--- config.mk ---
export PLATFORM = sky130hd
export DESIGN_NAME = executeStage
export DESIGN_NICKNAME = d
export VERILOG_FILES = /design/src/corePkg.sv /design/src/executeStage.sv
export VERILOG_INCLUDE_DIRS = /design/src
export SDC_FILE = /design/constraint.sdc
export NUM_CORES = 1
export LEC_CHECK = 0
export BUFFER_PORTS_ARGS = -buffer_cell sky130_fd_sc_hd__buf_4
export CORE_ASPECT_RATIO = 0.75
export CORE_MARGIN = 3
export CORE_UTILIZATION = 30
export DETAILED_ROUTE_END_ITERATION = 10
export GPL_TIMING_DRIVEN = 0
export PLACE_DENSITY = 0.54
export SLEW_MARGIN = 20
export SYNTH_ARGS = -nofsm -noshare
export SYNTH_HDL_FRONTEND = slang
export SYNTH_SLANG_ARGS = --single-unit
export TNS_END_PERCENT = 1
--- constraint.sdc ---
create_clock -name vclk -period 5.8
set_clock_uncertainty 0.1 [all_clocks]
set_input_delay 0.29 -clock vclk [all_inputs]
set_output_delay 0.29 -clock vclk [all_outputs]
set_load 0.01 [all_outputs]
--- src/coreConfig_config.svh ---
/*
 * Core configuration
 * Word width, memory depths and register count of the pipelined core
 */
`ifndef CORECONFIG_CONFIG_SVH
`define CORECONFIG_CONFIG_SVH

// One machine word, also the instruction width
`define DATA_W 16

// Instruction memory depth in words
`define IMEM_DEPTH 256

// Data memory depth in words
`define DMEM_DEPTH 256

// Architectural registers
`define NUM_REGS 8

`endif

--- src/corePkg.sv ---
/*
 * Core types
 * Opcode encoding and the payloads carried between pipeline stages
 */
`include "coreConfig_config.svh"

package corePkg;

   localparam int DataW = `DATA_W;
   localparam int RegAW = $clog2(`NUM_REGS);
   localparam int ImemAW = $clog2(`IMEM_DEPTH);
   localparam int DmemAW = $clog2(`DMEM_DEPTH);

   typedef logic [DataW-1:0] wordT;
   typedef logic [RegAW-1:0] regAddrT;
   typedef logic [`NUM_REGS-1:0] regMaskT;
   typedef logic [ImemAW-1:0] imemAddrT;
   typedef logic [DmemAW-1:0] dmemAddrT;

   // Instruction bits 15 to 12, codes above opHalt are illegal
   typedef enum logic [3:0] {
      opNop  = 4'h0,
      opAdd  = 4'h1,
      opSub  = 4'h2,
      opAnd  = 4'h3,
      opXor  = 4'h4,
      opAddi = 4'h5,
      opLdi  = 4'h6,
      opLd   = 4'h7,
      opSt   = 4'h8,
      opBeqz = 4'h9,
      opHalt = 4'ha
   } opcodeT;

   typedef struct packed {
      logic valid;
      wordT pc;
      wordT instr;
   } fetchDecT;

   typedef struct packed {
      logic valid;
      opcodeT op;
      regAddrT dest;
      logic writesReg;
      wordT opA;
      wordT opB;    // Second source, or store data for ST
      wordT imm;
      wordT pc;
   } decExT;

   typedef struct packed {
      logic valid;
      opcodeT op;
      regAddrT dest;
      logic writesReg;
      wordT result; // ALU result or effective address
      wordT storeData;
      logic isHalt;
   } exMemT;

   typedef struct packed {
      logic valid;
      regAddrT dest;
      logic writesReg;
      wordT data;
      logic isHalt;
   } memWbT;

   typedef struct packed {
      logic valid;
      regAddrT regAddr;
      wordT data;
   } retireT;

   // One-hot mask of the register a stage will still write
   function automatic regMaskT pendMask(input logic writes, input regAddrT dest);
      regMaskT mask;
      mask = '0;
      if (writes) begin
         mask[dest] = 1'b1;
      end
      return mask;
   endfunction

endpackage

--- src/executeStage.sv ---
/*
 * Execute stage
 * ALU, effective address adder and BEQZ resolution
 */
`timescale 1ns/1ns

module executeStage import corePkg::*; (
   input  decExT   in,
   output exMemT   out,
   output logic    redirect,
   output wordT    target,
   output regMaskT exPend
);

   wordT sum;
   wordT ea;
   wordT aluOut;

   assign sum = in.opA + in.imm;

   // Addresses wrap inside the data memory
   assign ea = wordT'(sum[DmemAW-1:0]);

   always_comb begin : alu
      case (in.op)
         opAdd:       aluOut = in.opA + in.opB;
         opSub:       aluOut = in.opA - in.opB;
         opAnd:       aluOut = in.opA & in.opB;
         opXor:       aluOut = in.opA ^ in.opB;
         opAddi:      aluOut = sum;
         opLdi:       aluOut = in.imm;
         opLd, opSt:  aluOut = ea;
         default:     aluOut = '0;
      endcase
   end

   always_comb begin
      out.valid = in.valid;
      out.op = in.op;
      out.dest = in.dest;
      out.writesReg = in.writesReg;
      out.result = aluOut;
      out.storeData = in.opB;
      out.isHalt = in.valid && in.op == opHalt;
   end

   // Taken branch, target is relative to the next PC
   assign redirect = in.valid && in.op == opBeqz && in.opA == '0;
   assign target = in.pc + wordT'(1) + in.imm;

   assign exPend = pendMask(in.writesReg, in.dest);

endmodule

Word-level counts from Yosys, hierarchy flattened:

Index checks and enable logic that the tools add are counted.

* bits in registers: 0
* output and inout port bits: 67
* word-level logic and storage cells: 29

* add/subtract/negate cells: 5
* $lt $le $gt $ge: 2
* equal/unequal tests: 10
* muxes and demuxes: 4
* bitwise gates (word level): 2
* reduce and logical (&&, ||, !) cells: 6

Operators with widths (count)
* $pmux 16 s7: 1
* $add 16x16->16: 3
* $add 16x1->16 const B: 1
* $and 16x16->16: 1
* $eq 4x3->1 const B: 4
* $logic_not 16->1: 1
* $sub 16x16->16: 1
* $xor 16x16->16: 1
* $eq 4x4->1 const B: 3
* $eq 4x2->1 const B: 2
* $mux 8: 1
* $eq 4x1->1 const B: 1
* $logic_and 1x1->1: 4
* $lt 3x4->1 const B: 1
* $demux 1 s3: 1
* $ge 3x1->1 const B: 1
* $reduce_or 2->1: 1
* $mux 1: 1

Logic depth before layout (Yosys ltp):

* depth in word-level cells: 5
* gate-level depth with buffers: 13
* mapped depth without buffers: 13

Least setup slack after synthesis:

Ideal clock, no wire load.

* kind: input -> output
* from: in in[68] (netlist name)
* to: out out[32] (netlist name)
* arrival time: 3019 ps
* data required time: 5410 ps
* setup slack: 2391 ps
* stages on the path: 12
* cell sequence: buf_2 nand2b_4 nor3_2 mux2i_1 ha_1 and2b_2 o31a_2 o211a_1 a41oi_2 o21ai_2 a211o_1 o2111ai_1

RTL lines
* start, declared: RTL line executeStage.sv:8 `input decExT in,`
* end, declared: RTL line executeStage.sv:9 `output exMemT out,`

==> out/metrics.yaml <==
outcome:
  status: "complete, no violations"
critical_path:
  crit_type: "in2out"
  crit_path_end_kind: "output pin"
  worstPathRequired_ns: 5.41
  start_kind: "input port"
  crit_fanout: 6
  slowest_stage: "o41ai_1"
  critPathMaxStageDelay_ns: 0.80
  crit_arrival_ns: 3.53
  cp_cell_sequence: "buf_4, inv_1, ha_1, nand3b_1, o41ai_1, nand2_1, xnor2_1, ha_1, a21oi_1, o21ai_0, a41oi_2, o21ai_2, a211o_1, o2111ai_1, buf_4"
timing:
  slew_violations: 0
  worst_pin_slew_ns: 0.9707
  period_needed_ns: 3.920
  relSlewSlack_pct: 34.44
  hold_viol_final: 0
  fin_ws_ns: 1.880
  final-setup-viol-count: 0
  max_freq_ghz: 0.2551
  rsz0062_at_grt: "false"
  post-route-period-util_pct: 67.59
  setup_tns_ns: 0
logic_synthesis:
  netlist_area_mm2: 0.003443
  yosysUniqueCellTypes: 58
  syn_nets: 620
  synth-seq-area-share_pct: 0
  synth_top_cell_area_share_pct: 22.53
  yosysWarnings: 0
  synth_area_leaders: "ha_1, xnor2_1, buf_4"
  synthCells: 482
  syn-mean-instance-area_um2: 7.144
  synthTopCellsByCount: "ha_1, nand2_1, nor2_1"
  synth_top_cell_by_area: "ha_1"
  yosysMostFrequentCell: "ha_1"
power:
  vdd_ir_drop_max_mv: 0.04165
  power.density_mw_per_mm2: 107.2
  p_leak_nw: 2.275
cells_and_area:
  fin_nets: 760
  nClkBuffers: 0
  diodes: 0
  regArea_um2: 0
  drive_gt1_share_pct: 28.06
  design_area_mm2: 0.004654
  syn_to_final_growth_pct: 35.17
  seq_cell_count: 0
drt:
  wl_met3_um: 953
  first_pass_iters: 5
  drcViolationCount: 0
  wl_met1_um: 6139
  drt-initial-drc-count: 250
  top_layer: "met4"
  met2_length_um: 5582
  ant_nets: 0
  via_per_inst: 5.408
  route.vias.total: 4110
  wl_per_cell_um: 16.77
  drt-total-wl_um: 12740
place:
  dpl_worst_slack_ns: 1.882
  place_congestion: 0.9273
  port_buffers: 138
  place_area_mm2: 0.004654
  dp_hpwl_um: 10930
min_path:
  min_to: "out[38]"
  hold_depth: 2
  holdCritStartpoint: "in[69]"
  hold_class: "in2out"
clock_network:
  post_cts_resize_count: 0
  postCtsSetupRepairBufs: 0
  ctsHoldBuffers: 0
die:
  row_count: 33
  core_mm2: 0.01107
  die_w_um: 129.7
  dieArea_mm2: 0.01281
  start_util_pct: 31.12
  ios: 140
  dieHeight_um: 98.78
global_routing:
  grt_remaining_overflow: 0
  grt_util_all_layers_pct: 18.32
  antenna_found_initial: 0
  grt_pass1_wl_um: 19310
  grt_pass1_vias: 3856
  grt_max_degree: 11
job:
  drv_cap: 0
-- kinds of logic (layout without fill, tap and decap cells) --
| family | count (synthesis) | after routing | share of synthesized area, % |
|---|---|---|---|
| buffers and inverters | 54 | 192 | 8.685 |
| AOI/OAI and AO/OA | 163 | 163 | 32.56 |
| and+or+nand+nor | 149 | 149 | 21.22 |
| xor gates and xnor gates | 43 | 43 | 10.94 |
| muxes | 8 | 8 | 2.326 |
| adders and majority gates | 65 | 65 | 24.27 |
-- layout make-up --
cell class / count / area, um^2
buffer: 35 / 227.7
fill: 1151 / 6411
inverter: 19 / 71.32
multi-input combinational: 428 / 3144
tap: 140 / 175.2
timing repair buffer: 138 / 1036
-- stage by stage --
| step | hold slack (ns) | cells | util, % | power [W] |
|---|---|---|---|---|
| 6_report | 0.6577 | 760 | 42.06 | 0.0004988 |
| 5_1_grt | 0.6615 | 760 | 42.06 | 0.0005503 |
| 4_1_cts | 0.6589 | 760 | 42.06 | 0.0004976 |
| 3_5_place_dp | 0.6589 | 760 | 42.06 | 0.0004949 |
| 3_3_place_gp | 0.6586 | 760 | 42.06 | 0.0004858 |
| 2_1_floorplan | 0.5307 | 482 | - | 0.0002989 |
-- how the worst max path moves through the flow --
stage            from       to  slack [ns]  cells past startpoint
6_report       in[32]  out[32]        1.88                     15
2_1_floorplan  in[68]  out[32]        2.39                     12
3_5_place_dp   in[68]  out[32]        1.88                     13
5_1_grt        in[68]  out[32]        1.74                     13
3_3_place_gp   in[68]  out[32]        1.90                     13
4_1_cts        in[68]  out[32]        1.87                     13
-- report_power, final --
part           switching (W)  internal, W  total, W
clock                      0            0         0
sequential                 0            0         0
combinational       0.000261     0.000238  0.000499
-- cell usage in the layout, fill, tap and decap left out, types with 11 or more instances in the layout --
master | Yosys | layout
o21ai_0 | 32 | 32
a21o_1 | 12 | 12
xor2_1 | 17 | 17
inv_1 | 19 | 19
xnor2_1 | 26 | 26
nor3_1 | 11 | 11
buf_4 | 25 | 163
ha_1 | 62 | 62
nor2_1 | 40 | 40
nand2b_1 | 11 | 11
nand2_1 | 41 | 41
o21a_1 | 11 | 11
a21oi_1 | 37 | 37
a222oi_1 | 12 | 12
-- critical path: cells and delay by family --
family,cells,cell delay (ns)
AO/OA/AOI/OAI,7,1.92
adder cells (fa/ha/maj),2,0.54
buffers and inverters,3,0.35
AND/OR/NAND/NOR,2,0.25
XOR/XNOR,1,0.18
-- metal layers --
metal | GRT usage (%) | vias up
met4 | 0.9585 | 0
met2 | 29.86 | 161
li1 | - | 2080
met1 | 27.89 | 1865
met5 | 0 | -
met3 | 0.9209 | 4
Note: power is estimated with default switching activity, not from simulation.
