--- src/coreConfig_config.svh ---
/*
 * Core configuration
 * Word width, memory depths and register count of the pipelined core
 */
`ifndef CORECONFIG_CONFIG_SVH
`define CORECONFIG_CONFIG_SVH

// One machine word, also the instruction width
`define DATA_W 16

// Instruction memory depth in words
`define IMEM_DEPTH 256

// Data memory depth in words
`define DMEM_DEPTH 256

// Architectural registers
`define NUM_REGS 8

`endif

--- src/corePkg.sv ---
/*
 * Core types
 * Opcode encoding and the payloads carried between pipeline stages
 */
`include "coreConfig_config.svh"

package corePkg;

   localparam int DataW = `DATA_W;
   localparam int RegAW = $clog2(`NUM_REGS);
   localparam int ImemAW = $clog2(`IMEM_DEPTH);
   localparam int DmemAW = $clog2(`DMEM_DEPTH);

   typedef logic [DataW-1:0] wordT;
   typedef logic [RegAW-1:0] regAddrT;
   typedef logic [`NUM_REGS-1:0] regMaskT;
   typedef logic [ImemAW-1:0] imemAddrT;
   typedef logic [DmemAW-1:0] dmemAddrT;

   // Instruction bits 15 to 12, codes above opHalt are illegal
   typedef enum logic [3:0] {
      opNop  = 4'h0,
      opAdd  = 4'h1,
      opSub  = 4'h2,
      opAnd  = 4'h3,
      opXor  = 4'h4,
      opAddi = 4'h5,
      opLdi  = 4'h6,
      opLd   = 4'h7,
      opSt   = 4'h8,
      opBeqz = 4'h9,
      opHalt = 4'ha
   } opcodeT;

   typedef struct packed {
      logic valid;
      wordT pc;
      wordT instr;
   } fetchDecT;

   typedef struct packed {
      logic valid;
      opcodeT op;
      regAddrT dest;
      logic writesReg;
      wordT opA;
      wordT opB;    // Second source, or store data for ST
      wordT imm;
      wordT pc;
   } decExT;

   typedef struct packed {
      logic valid;
      opcodeT op;
      regAddrT dest;
      logic writesReg;
      wordT result; // ALU result or effective address
      wordT storeData;
      logic isHalt;
   } exMemT;

   typedef struct packed {
      logic valid;
      regAddrT dest;
      logic writesReg;
      wordT data;
      logic isHalt;
   } memWbT;

   typedef struct packed {
      logic valid;
      regAddrT regAddr;
      wordT data;
   } retireT;

   // One-hot mask of the register a stage will still write
   function automatic regMaskT pendMask(input logic writes, input regAddrT dest);
      regMaskT mask;
      mask = '0;
      if (writes) begin
         mask[dest] = 1'b1;
      end
      return mask;
   endfunction

endpackage

--- src/regFile.sv ---
/*
 * Register file
 * Two combinational read ports, one write port, same-cycle write-through
 */
`timescale 1ns/1ns
`include "coreConfig_config.svh"

module regFile import corePkg::*; (
   input  logic    clk,
   input  logic    arstN,
   input  regAddrT rdAddrA,
   input  regAddrT rdAddrB,
   output wordT    rdDataA,
   output wordT    rdDataB,
   input  logic    we,
   input  regAddrT wrAddr,
   input  wordT    wrData
);

   wordT regs [`NUM_REGS];

   always_ff @(posedge clk or negedge arstN) begin
      if (!arstN) begin
         for (int i = 0; i < `NUM_REGS; i++) begin
            regs[i] <= '0;
         end
      end else if (we) begin
         regs[wrAddr] <= wrData;
      end
   end

   // Write-back in the same cycle is seen by decode
   assign rdDataA = (we && wrAddr == rdAddrA) ? wrData : regs[rdAddrA];
   assign rdDataB = (we && wrAddr == rdAddrB) ? wrData : regs[rdAddrB];

endmodule

--- src/decodeStage.sv ---
/*
 * Decode stage
 * Field split, immediate extension, dependence interlock and illegal opcode trap
 */
`timescale 1ns/1ns

module decodeStage import corePkg::*; (
   input  logic     clk,
   input  logic     arstN,
   input  fetchDecT in,
   input  regMaskT  exPend,
   input  regMaskT  memPend,
   input  regMaskT  wbPend,
   input  memWbT    wrPort,
   output decExT    out,
   output logic     stall,
   output logic     err
);

   opcodeT  op;
   regAddrT rd;
   regAddrT rs;
   regAddrT rt;
   regAddrT addrA;
   regAddrT addrB;
   wordT    imm6;
   wordT    imm9;
   wordT    rdDataA;
   wordT    rdDataB;
   logic    usesA;
   logic    usesB;
   logic    writes;
   logic    legal;
   logic    issue;
   regMaskT busy;

   assign op = opcodeT'(in.instr[15:12]);
   assign rd = in.instr[11:9];
   assign rs = in.instr[8:6];
   assign rt = in.instr[5:3];
   assign imm6 = {{(DataW-6){in.instr[5]}}, in.instr[5:0]};
   assign imm9 = {{(DataW-9){in.instr[8]}}, in.instr[8:0]};

   always_comb begin : classify
      usesA = 1'b0;
      usesB = 1'b0;
      writes = 1'b0;
      legal = 1'b1;
      case (op)
         opNop, opHalt: legal = 1'b1;
         opAdd, opSub, opAnd, opXor: begin
            usesA = 1'b1;
            usesB = 1'b1;
            writes = 1'b1;
         end
         opAddi, opLd: begin
            usesA = 1'b1;
            writes = 1'b1;
         end
         opLdi: writes = 1'b1;
         opSt: begin
            usesA = 1'b1;
            usesB = 1'b1;
         end
         opBeqz: usesA = 1'b1;
         default: legal = 1'b0;
      endcase
   end

   // BEQZ tests rd, ST stores rd
   assign addrA = (op == opBeqz) ? rd : rs;
   assign addrB = (op == opSt) ? rd : rt;

   // Write-back enables exactly the register it still marks pending
   regFile regs_i (
      .clk    (clk),
      .arstN  (arstN),
      .rdAddrA(addrA),
      .rdAddrB(addrB),
      .rdDataA(rdDataA),
      .rdDataB(rdDataB),
      .we     (|wbPend),
      .wrAddr (wrPort.dest),
      .wrData (wrPort.data)
   );

   // Older writers still in execute or memory block the read
   assign busy = exPend | memPend;
   assign stall = in.valid && ((usesA && busy[addrA]) || (usesB && busy[addrB]));
   assign issue = in.valid && legal && !stall;

   always_comb begin
      out.valid = issue;
      out.op = op;
      out.dest = rd;
      out.writesReg = issue && writes;
      out.opA = rdDataA;
      out.opB = rdDataB;
      out.imm = (op == opLdi || op == opBeqz) ? imm9 : imm6;
      out.pc = in.pc;
   end

   always_ff @(posedge clk or negedge arstN) begin
      if (!arstN) begin
         err <= 1'b0;
      end else if (in.valid && !legal) begin
         err <= 1'b1;
      end
   end

endmodule

--- config.mk ---
export PLATFORM = sky130hd
export DESIGN_NAME = decodeStage
export DESIGN_NICKNAME = d
export VERILOG_FILES = /design/src/corePkg.sv /design/src/regFile.sv /design/src/decodeStage.sv
export VERILOG_INCLUDE_DIRS = /design/src
export SDC_FILE = /design/constraint.sdc
export NUM_CORES = 1
export LEC_CHECK = 0
export ABC_AREA = 1
export BUFFER_PORTS_ARGS = -buffer_cell sky130_fd_sc_hd__buf_2
export CAP_MARGIN = 20
export CORE_ASPECT_RATIO = 0.9
export CORE_MARGIN = 4
export CORE_UTILIZATION = 45
export CTS_BUF_LIST = sky130_fd_sc_hd__clkbuf_8 sky130_fd_sc_hd__clkbuf_16
export DETAILED_ROUTE_END_ITERATION = 8
export MAX_ROUTING_LAYER = met4
export PLACE_DENSITY = 0.66
export SLEW_MARGIN = 5
export SYNTH_ARGS = -nofsm -noshare
export SYNTH_HDL_FRONTEND = slang
export SYNTH_HIERARCHICAL = 1
export SYNTH_SLANG_ARGS = --single-unit
--- constraint.sdc ---
create_clock -name clk -period 4.6 [get_ports clk]
set_clock_uncertainty 0.15 [all_clocks]
set_input_delay 0.23 -clock clk [delete_from_list [all_inputs] [get_ports clk]]
set_output_delay 0.23 -clock clk [all_outputs]
set_load 0.01 [all_outputs]
# ---- Word level (Yosys, flattened, before mapping)
# Cells that the tools add are included.
dict set report totals {
  register_bits 129
  latchBits 0
  mem_bits_rw 0
  romBits 0
  inputBits 81
  output_inout_bits 75
  wordCells 73
  memories 0
}
dict set report classes {
  add_sub_neg 0
  n_mul 0
  n_div 0
  n_lt_le_gt_ge 6
  eq_ne 12
  shifts 0
  mux 22
  n_bitwise 4
  reduce_logical 20
}
# op count
set ops {}
lappend ops {{$bwmux W128} 1}
lappend ops {{$mux W16} 8}
lappend ops {{$bmux W16 S3} 2}
lappend ops {{$demux W16 S3} 1}
lappend ops {{$eq A4 B3 Y1 const B} 4}
lappend ops {{$reduce_or A8 Y1} 2}
lappend ops {{$eq A4 B4 Y1 const B} 3}
lappend ops {{$ge A4 B4 Y1 const B} 3}
lappend ops {{$not A3 Y4} 3}
lappend ops {{$reduce_or A11 Y1} 1}
lappend ops {{$logic_and A1 B1 Y1} 10}
lappend ops {{$eq A4 B2 Y1 const B} 2}
lappend ops {{$lt A3 B4 Y1 const B} 2}
lappend ops {{$or A8 B8 Y8} 1}
lappend ops {{$reduce_or A7 Y1} 1}
lappend ops {{$bmux W1 S3} 2}
lappend ops {{$eq A3 B3 Y1} 2}
lappend ops {{$mux W1} 6}
lappend ops {{$mux W3} 2}
lappend ops {{$reduce_or A5 Y1} 1}
lappend ops {{$eq A4 B1 Y1 const B} 1}
lappend ops {{$logic_not A4 Y1} 1}
lappend ops {{$lt A4 B1 Y1 const B} 1}
lappend ops {{$logic_not A1 Y1} 2}
lappend ops {{$logic_or A1 B1 Y1} 2}

# ---- Longest topological paths before layout
dict set report logic_depth {
  ltp_word 10
  ltp_mapped 15
  ltp_nobuf 13
}

# ---- Cells and area by module
# The synthesis kept the hierarchy.
# module instances cells_each area_each_um2 seq_area_each_um2
set modules_own_cells {}
lappend modules_own_cells {regFile 1 1196 7775.0 3203.1}
lappend modules_own_cells {decodeStage 1 146 864.6 25.0}

# ---- Least setup slack after synthesis
# OpenSTA, ideal clock, no wires.
dict set report synth_timing {
  path_kind {input port to output port}
  start {input port in[15] (netlist name)}
  end {output port out[48] (netlist name)}
  t_arrival_ns 1.603
  required_ns 4.220
  path_slack_ns 2.617
  stages 14
  path_buffers 2
  path_cell_list {inv_2 > nor2_8 > nand2_4 > o21ai_1 > buf_4 > inv_2 > nand2_1 > nand2_1 > nor2_2 > nand2_4 > inv_6 > buf_8 > nand2_1 > nand2_1}
}
# item line
set synth_lines {}
lappend synth_lines {{from (decl)} decodeStage.sv:10} ;# input fetchDecT in,
lappend synth_lines {{to (decl)} decodeStage.sv:15} ;# output decExT out,

==> flow_metrics.tcl <==
set metrics [dict create \
    wl_um 27200 \
    synth_nets 1423 \
    p_leak_uw 0.00540 \
    seq_area_um2 3230 \
    hold_path_depth 4 \
    routed_via_density 5.31 \
    clock_power_share_pct 36.0 \
    htreeDepth 4 \
    drc 0 \
    grt.total_usage_pct 26.1 \
    grt_remaining_overflow 0 \
    crit_path_max_fanout 20 \
    drive_gt1_share_pct 13.9 \
    min_to "err" \
    clock-sinks 129 \
    rsz0062_at_grt "no" \
    synth.most_common_cell "nand2_1" \
    ir_drop_mv 0.277 \
    relSlewSlack_pct 26.5 \
    cp_data_arrival_time_ns 2.68 \
    grt_max_degree 96 \
    postRouteAntennaNets 0 \
    hold_path_class "in -> reg" \
    routedWlPerCell_um 16.4 \
    maxSlewViolCount 0 \
    max_freq_ghz 0.327 \
    r2r-end "regs_i/regs[58]" \
    gp_congestion 0.885 \
    grt_pass1_vias 8431 \
    netlist_area_um2 8640 \
    synth_edf_count 0 \
    core-area_um2 18600 \
    die_h_um 139 \
    tritoncts "built" \
    synth_top_cell_by_area "dfrtp_1" \
    critical_path_class "in -> out" \
    ys_top_cells_by_count "nand2_1 (496), nand3_1 (248), inv_1 (162)" \
    clock_latency_ns 0.42 \
    path_cells "buf_2, nor2_4, nand2_4, o21ai_2, buf_4, inv_2, nand2_1, nand2_1, nor2_2, nand2_2, inv_4, nand2_1, nand2_1, buf_2" \
    seq_power_share_pct 37.4 \
    cpMaxStageDelayCell "inv_4" \
    vias 8789 \
    grt_pass1_wl_um 44000 \
    path_clk_slew_ns 0.06 \
    hold_viol 0 \
    cp_common_cell "nand2_1" \
    postCtsResizedCells 0 \
    die_w_um 154 \
    multi_input_area_um2 4130 \
    status "finished, final reports clean" \
    die_area_um2 21500 \
    ys_types 29 \
    end_kind "primary output" \
    critical_path_required_ns 4.22 \
    dr.first_iter.drc_count 988 \
    initial_core_util_pct 46.3 \
    ys_warn_count 6 \
    syn_to_final_growth_pct 13.8 \
    period_needed_ns 3.06 \
    syn_area_per_cell_um2 6.44 \
    antenna_found_initial 0 \
    finalSetupViolCount 0 \
    max_slew.worst_pin.slew_ns 1.10 \
    synthCells 1342 \
    synth_seq_cells 129 \
    ys_seq_area_share_pct 37.4 \
    place_hpwl_um 16200 \
    port_buffers 114 \
    p_int_uw 2540 \
    clk_path_buf_depth 2 \
    switchingPower_uw 1230 \
    cts-buffers-inserted 17 \
    drt-pass1-iter-count 8 \
    async_flop_share_pct 100 \
    fp-row-count 47 \
    worst-r2r-setup-slack_ns 3.71 \
    power_density_nw_per_um2 384 \
    period_share_pct 66.5 \
    fill_cells 1857 \
    pwr-share-comb_pct 26.6 \
    cp-start-kind "input port" \
    antenna_cells 0 \
    nNetsFinal 1480 \
    dominantRegCellSynth "dfrtp_1" \
    fin_util_pct 52.7 \
    io_pins 156 \
    p_sw_share_pct 32.7 \
    drv_cap 0 \
    synth_top_area_share_pct 37.4 \
    cts_root_buf "clkbuf_16" \
    r2r-start "regs_i/regs[58]" \
    synth.area.top_cells "dfrtp_1 (37%), nand2_1 (22%), nand3_1 (14%)" \
    holdCritStartpoint "in[12]" \
    slowest_delay_ns 0.34 \
    tns_ns 0 \
    rr_worst_depth 2 \
]
[how the worst max path moves through the flow]
stage | from | to | slack (ns) | cells past startpoint
after floorplan | in[15] | out[48] | 2.62 | 14
after global placement | in[13] | out[43] | 1.56 | 14
after detailed placement | in[13] | out[43] | 1.57 | 14
after CTS | in[13] | out[43] | 1.57 | 14
after global routing | in[13] | out[47] | 1.36 | 14
final | in[13] | out[43] | 1.54 | 14
[logic make-up after synthesis]
group,after synthesis,synth area share [%]
compound gates,142,8.36
buf+inv,286,15.1
flops,129,37.4
simple gates,785,39.2
[power groups by stage]
stage,Clock [uW],Combinational [uW],Sequential (uW)
after global placement,0,955,1420
after detailed placement,0,976,1420
after CTS,1380,993,1410
final,1360,1000,1410
after floorplan,0,710,1400
after global routing,1440,1140,1430
[registers in the layout, summed over array words and instances, names as in the netlist]
register and flops:
regs_i/regs 128, err 1
[metal layers]
| layer | vias to the layer above | routed length, um | global-route usage (%) | share of wire [%] |
|---|---|---|---|---|
| li1 | 4283 | - | - | - |
| met1 | 4105 | 11700 | 34.7 | 43 |
| met2 | 360 | 12600 | 40.8 | 47 |
| met3 | 41 | 2410 | 4.97 | 8.9 |
| met4 | 0 | 391 | 7.71 | 1.4 |
| met5 | - | 0 | - | 0 |
[cell type report]
class	count	area share, %
clock buffer	20	4.75
multi-input combinational	927	42.0
tap	245	3.12
timing repair buffer	151	9.35
clock inverter	10	1.22
inverter	173	6.68
sequential	129	32.8
[repair_timing]
item / in CTS / in global routing
hold buffers: 18 / 0
hold endpoints to repair: 111 / 0
setup buffers: 0 / 0
[metrics by stage]
step                      power, uW  hold WS, ns  instance area (um^2)  instances  setup WS [ns]
after floorplan                2110       -0.216                  8640       1342           2.62
after global placement         2380        0.233                  9040       1606           1.56
after detailed placement       2400        0.231                  9040       1606           1.57
after CTS                      3780        0.116                  9800       1654           1.57
after global routing           4020        0.131                  9830       1655           1.36
final                          3770        0.126                  9830       1655           1.54
[layout by cell type, fill, tap and decap left out]
cell type and count:
clkbuf_16 17, nor2_4 2, nor4_1 2, a31oi_1 1
inv_6 1, nor2_8 1, nand3_2 3, nand3_1 248
clkbuf_8 3, nor2_1 17, nand3b_1 3, buf_16 1
bufinv_16 3, nand2_4 4, buf_4 18, a21o_1 1
buf_6 1, inv_1 164, clkinv_2 3, o21ai_1 6
inv_4 1, inv_2 11, o21ai_0 127, buf_2 113
nand2_1 495, o21ai_4 2, dlygate4sd3_1 18, nor2_2 5
a21oi_1 3, dfrtp_1 129, o21ai_2 2, nor3_4 1
nand2_2 4
[critical path, delay by kind of cell]
kind / cells / cell delay, ns
and+or+nand+nor: 8 / 1.09
buffers and inverters: 5 / 1.23
AOI/OAI and AO/OA: 1 / 0.12
Power figures use the tool's default switching activity.
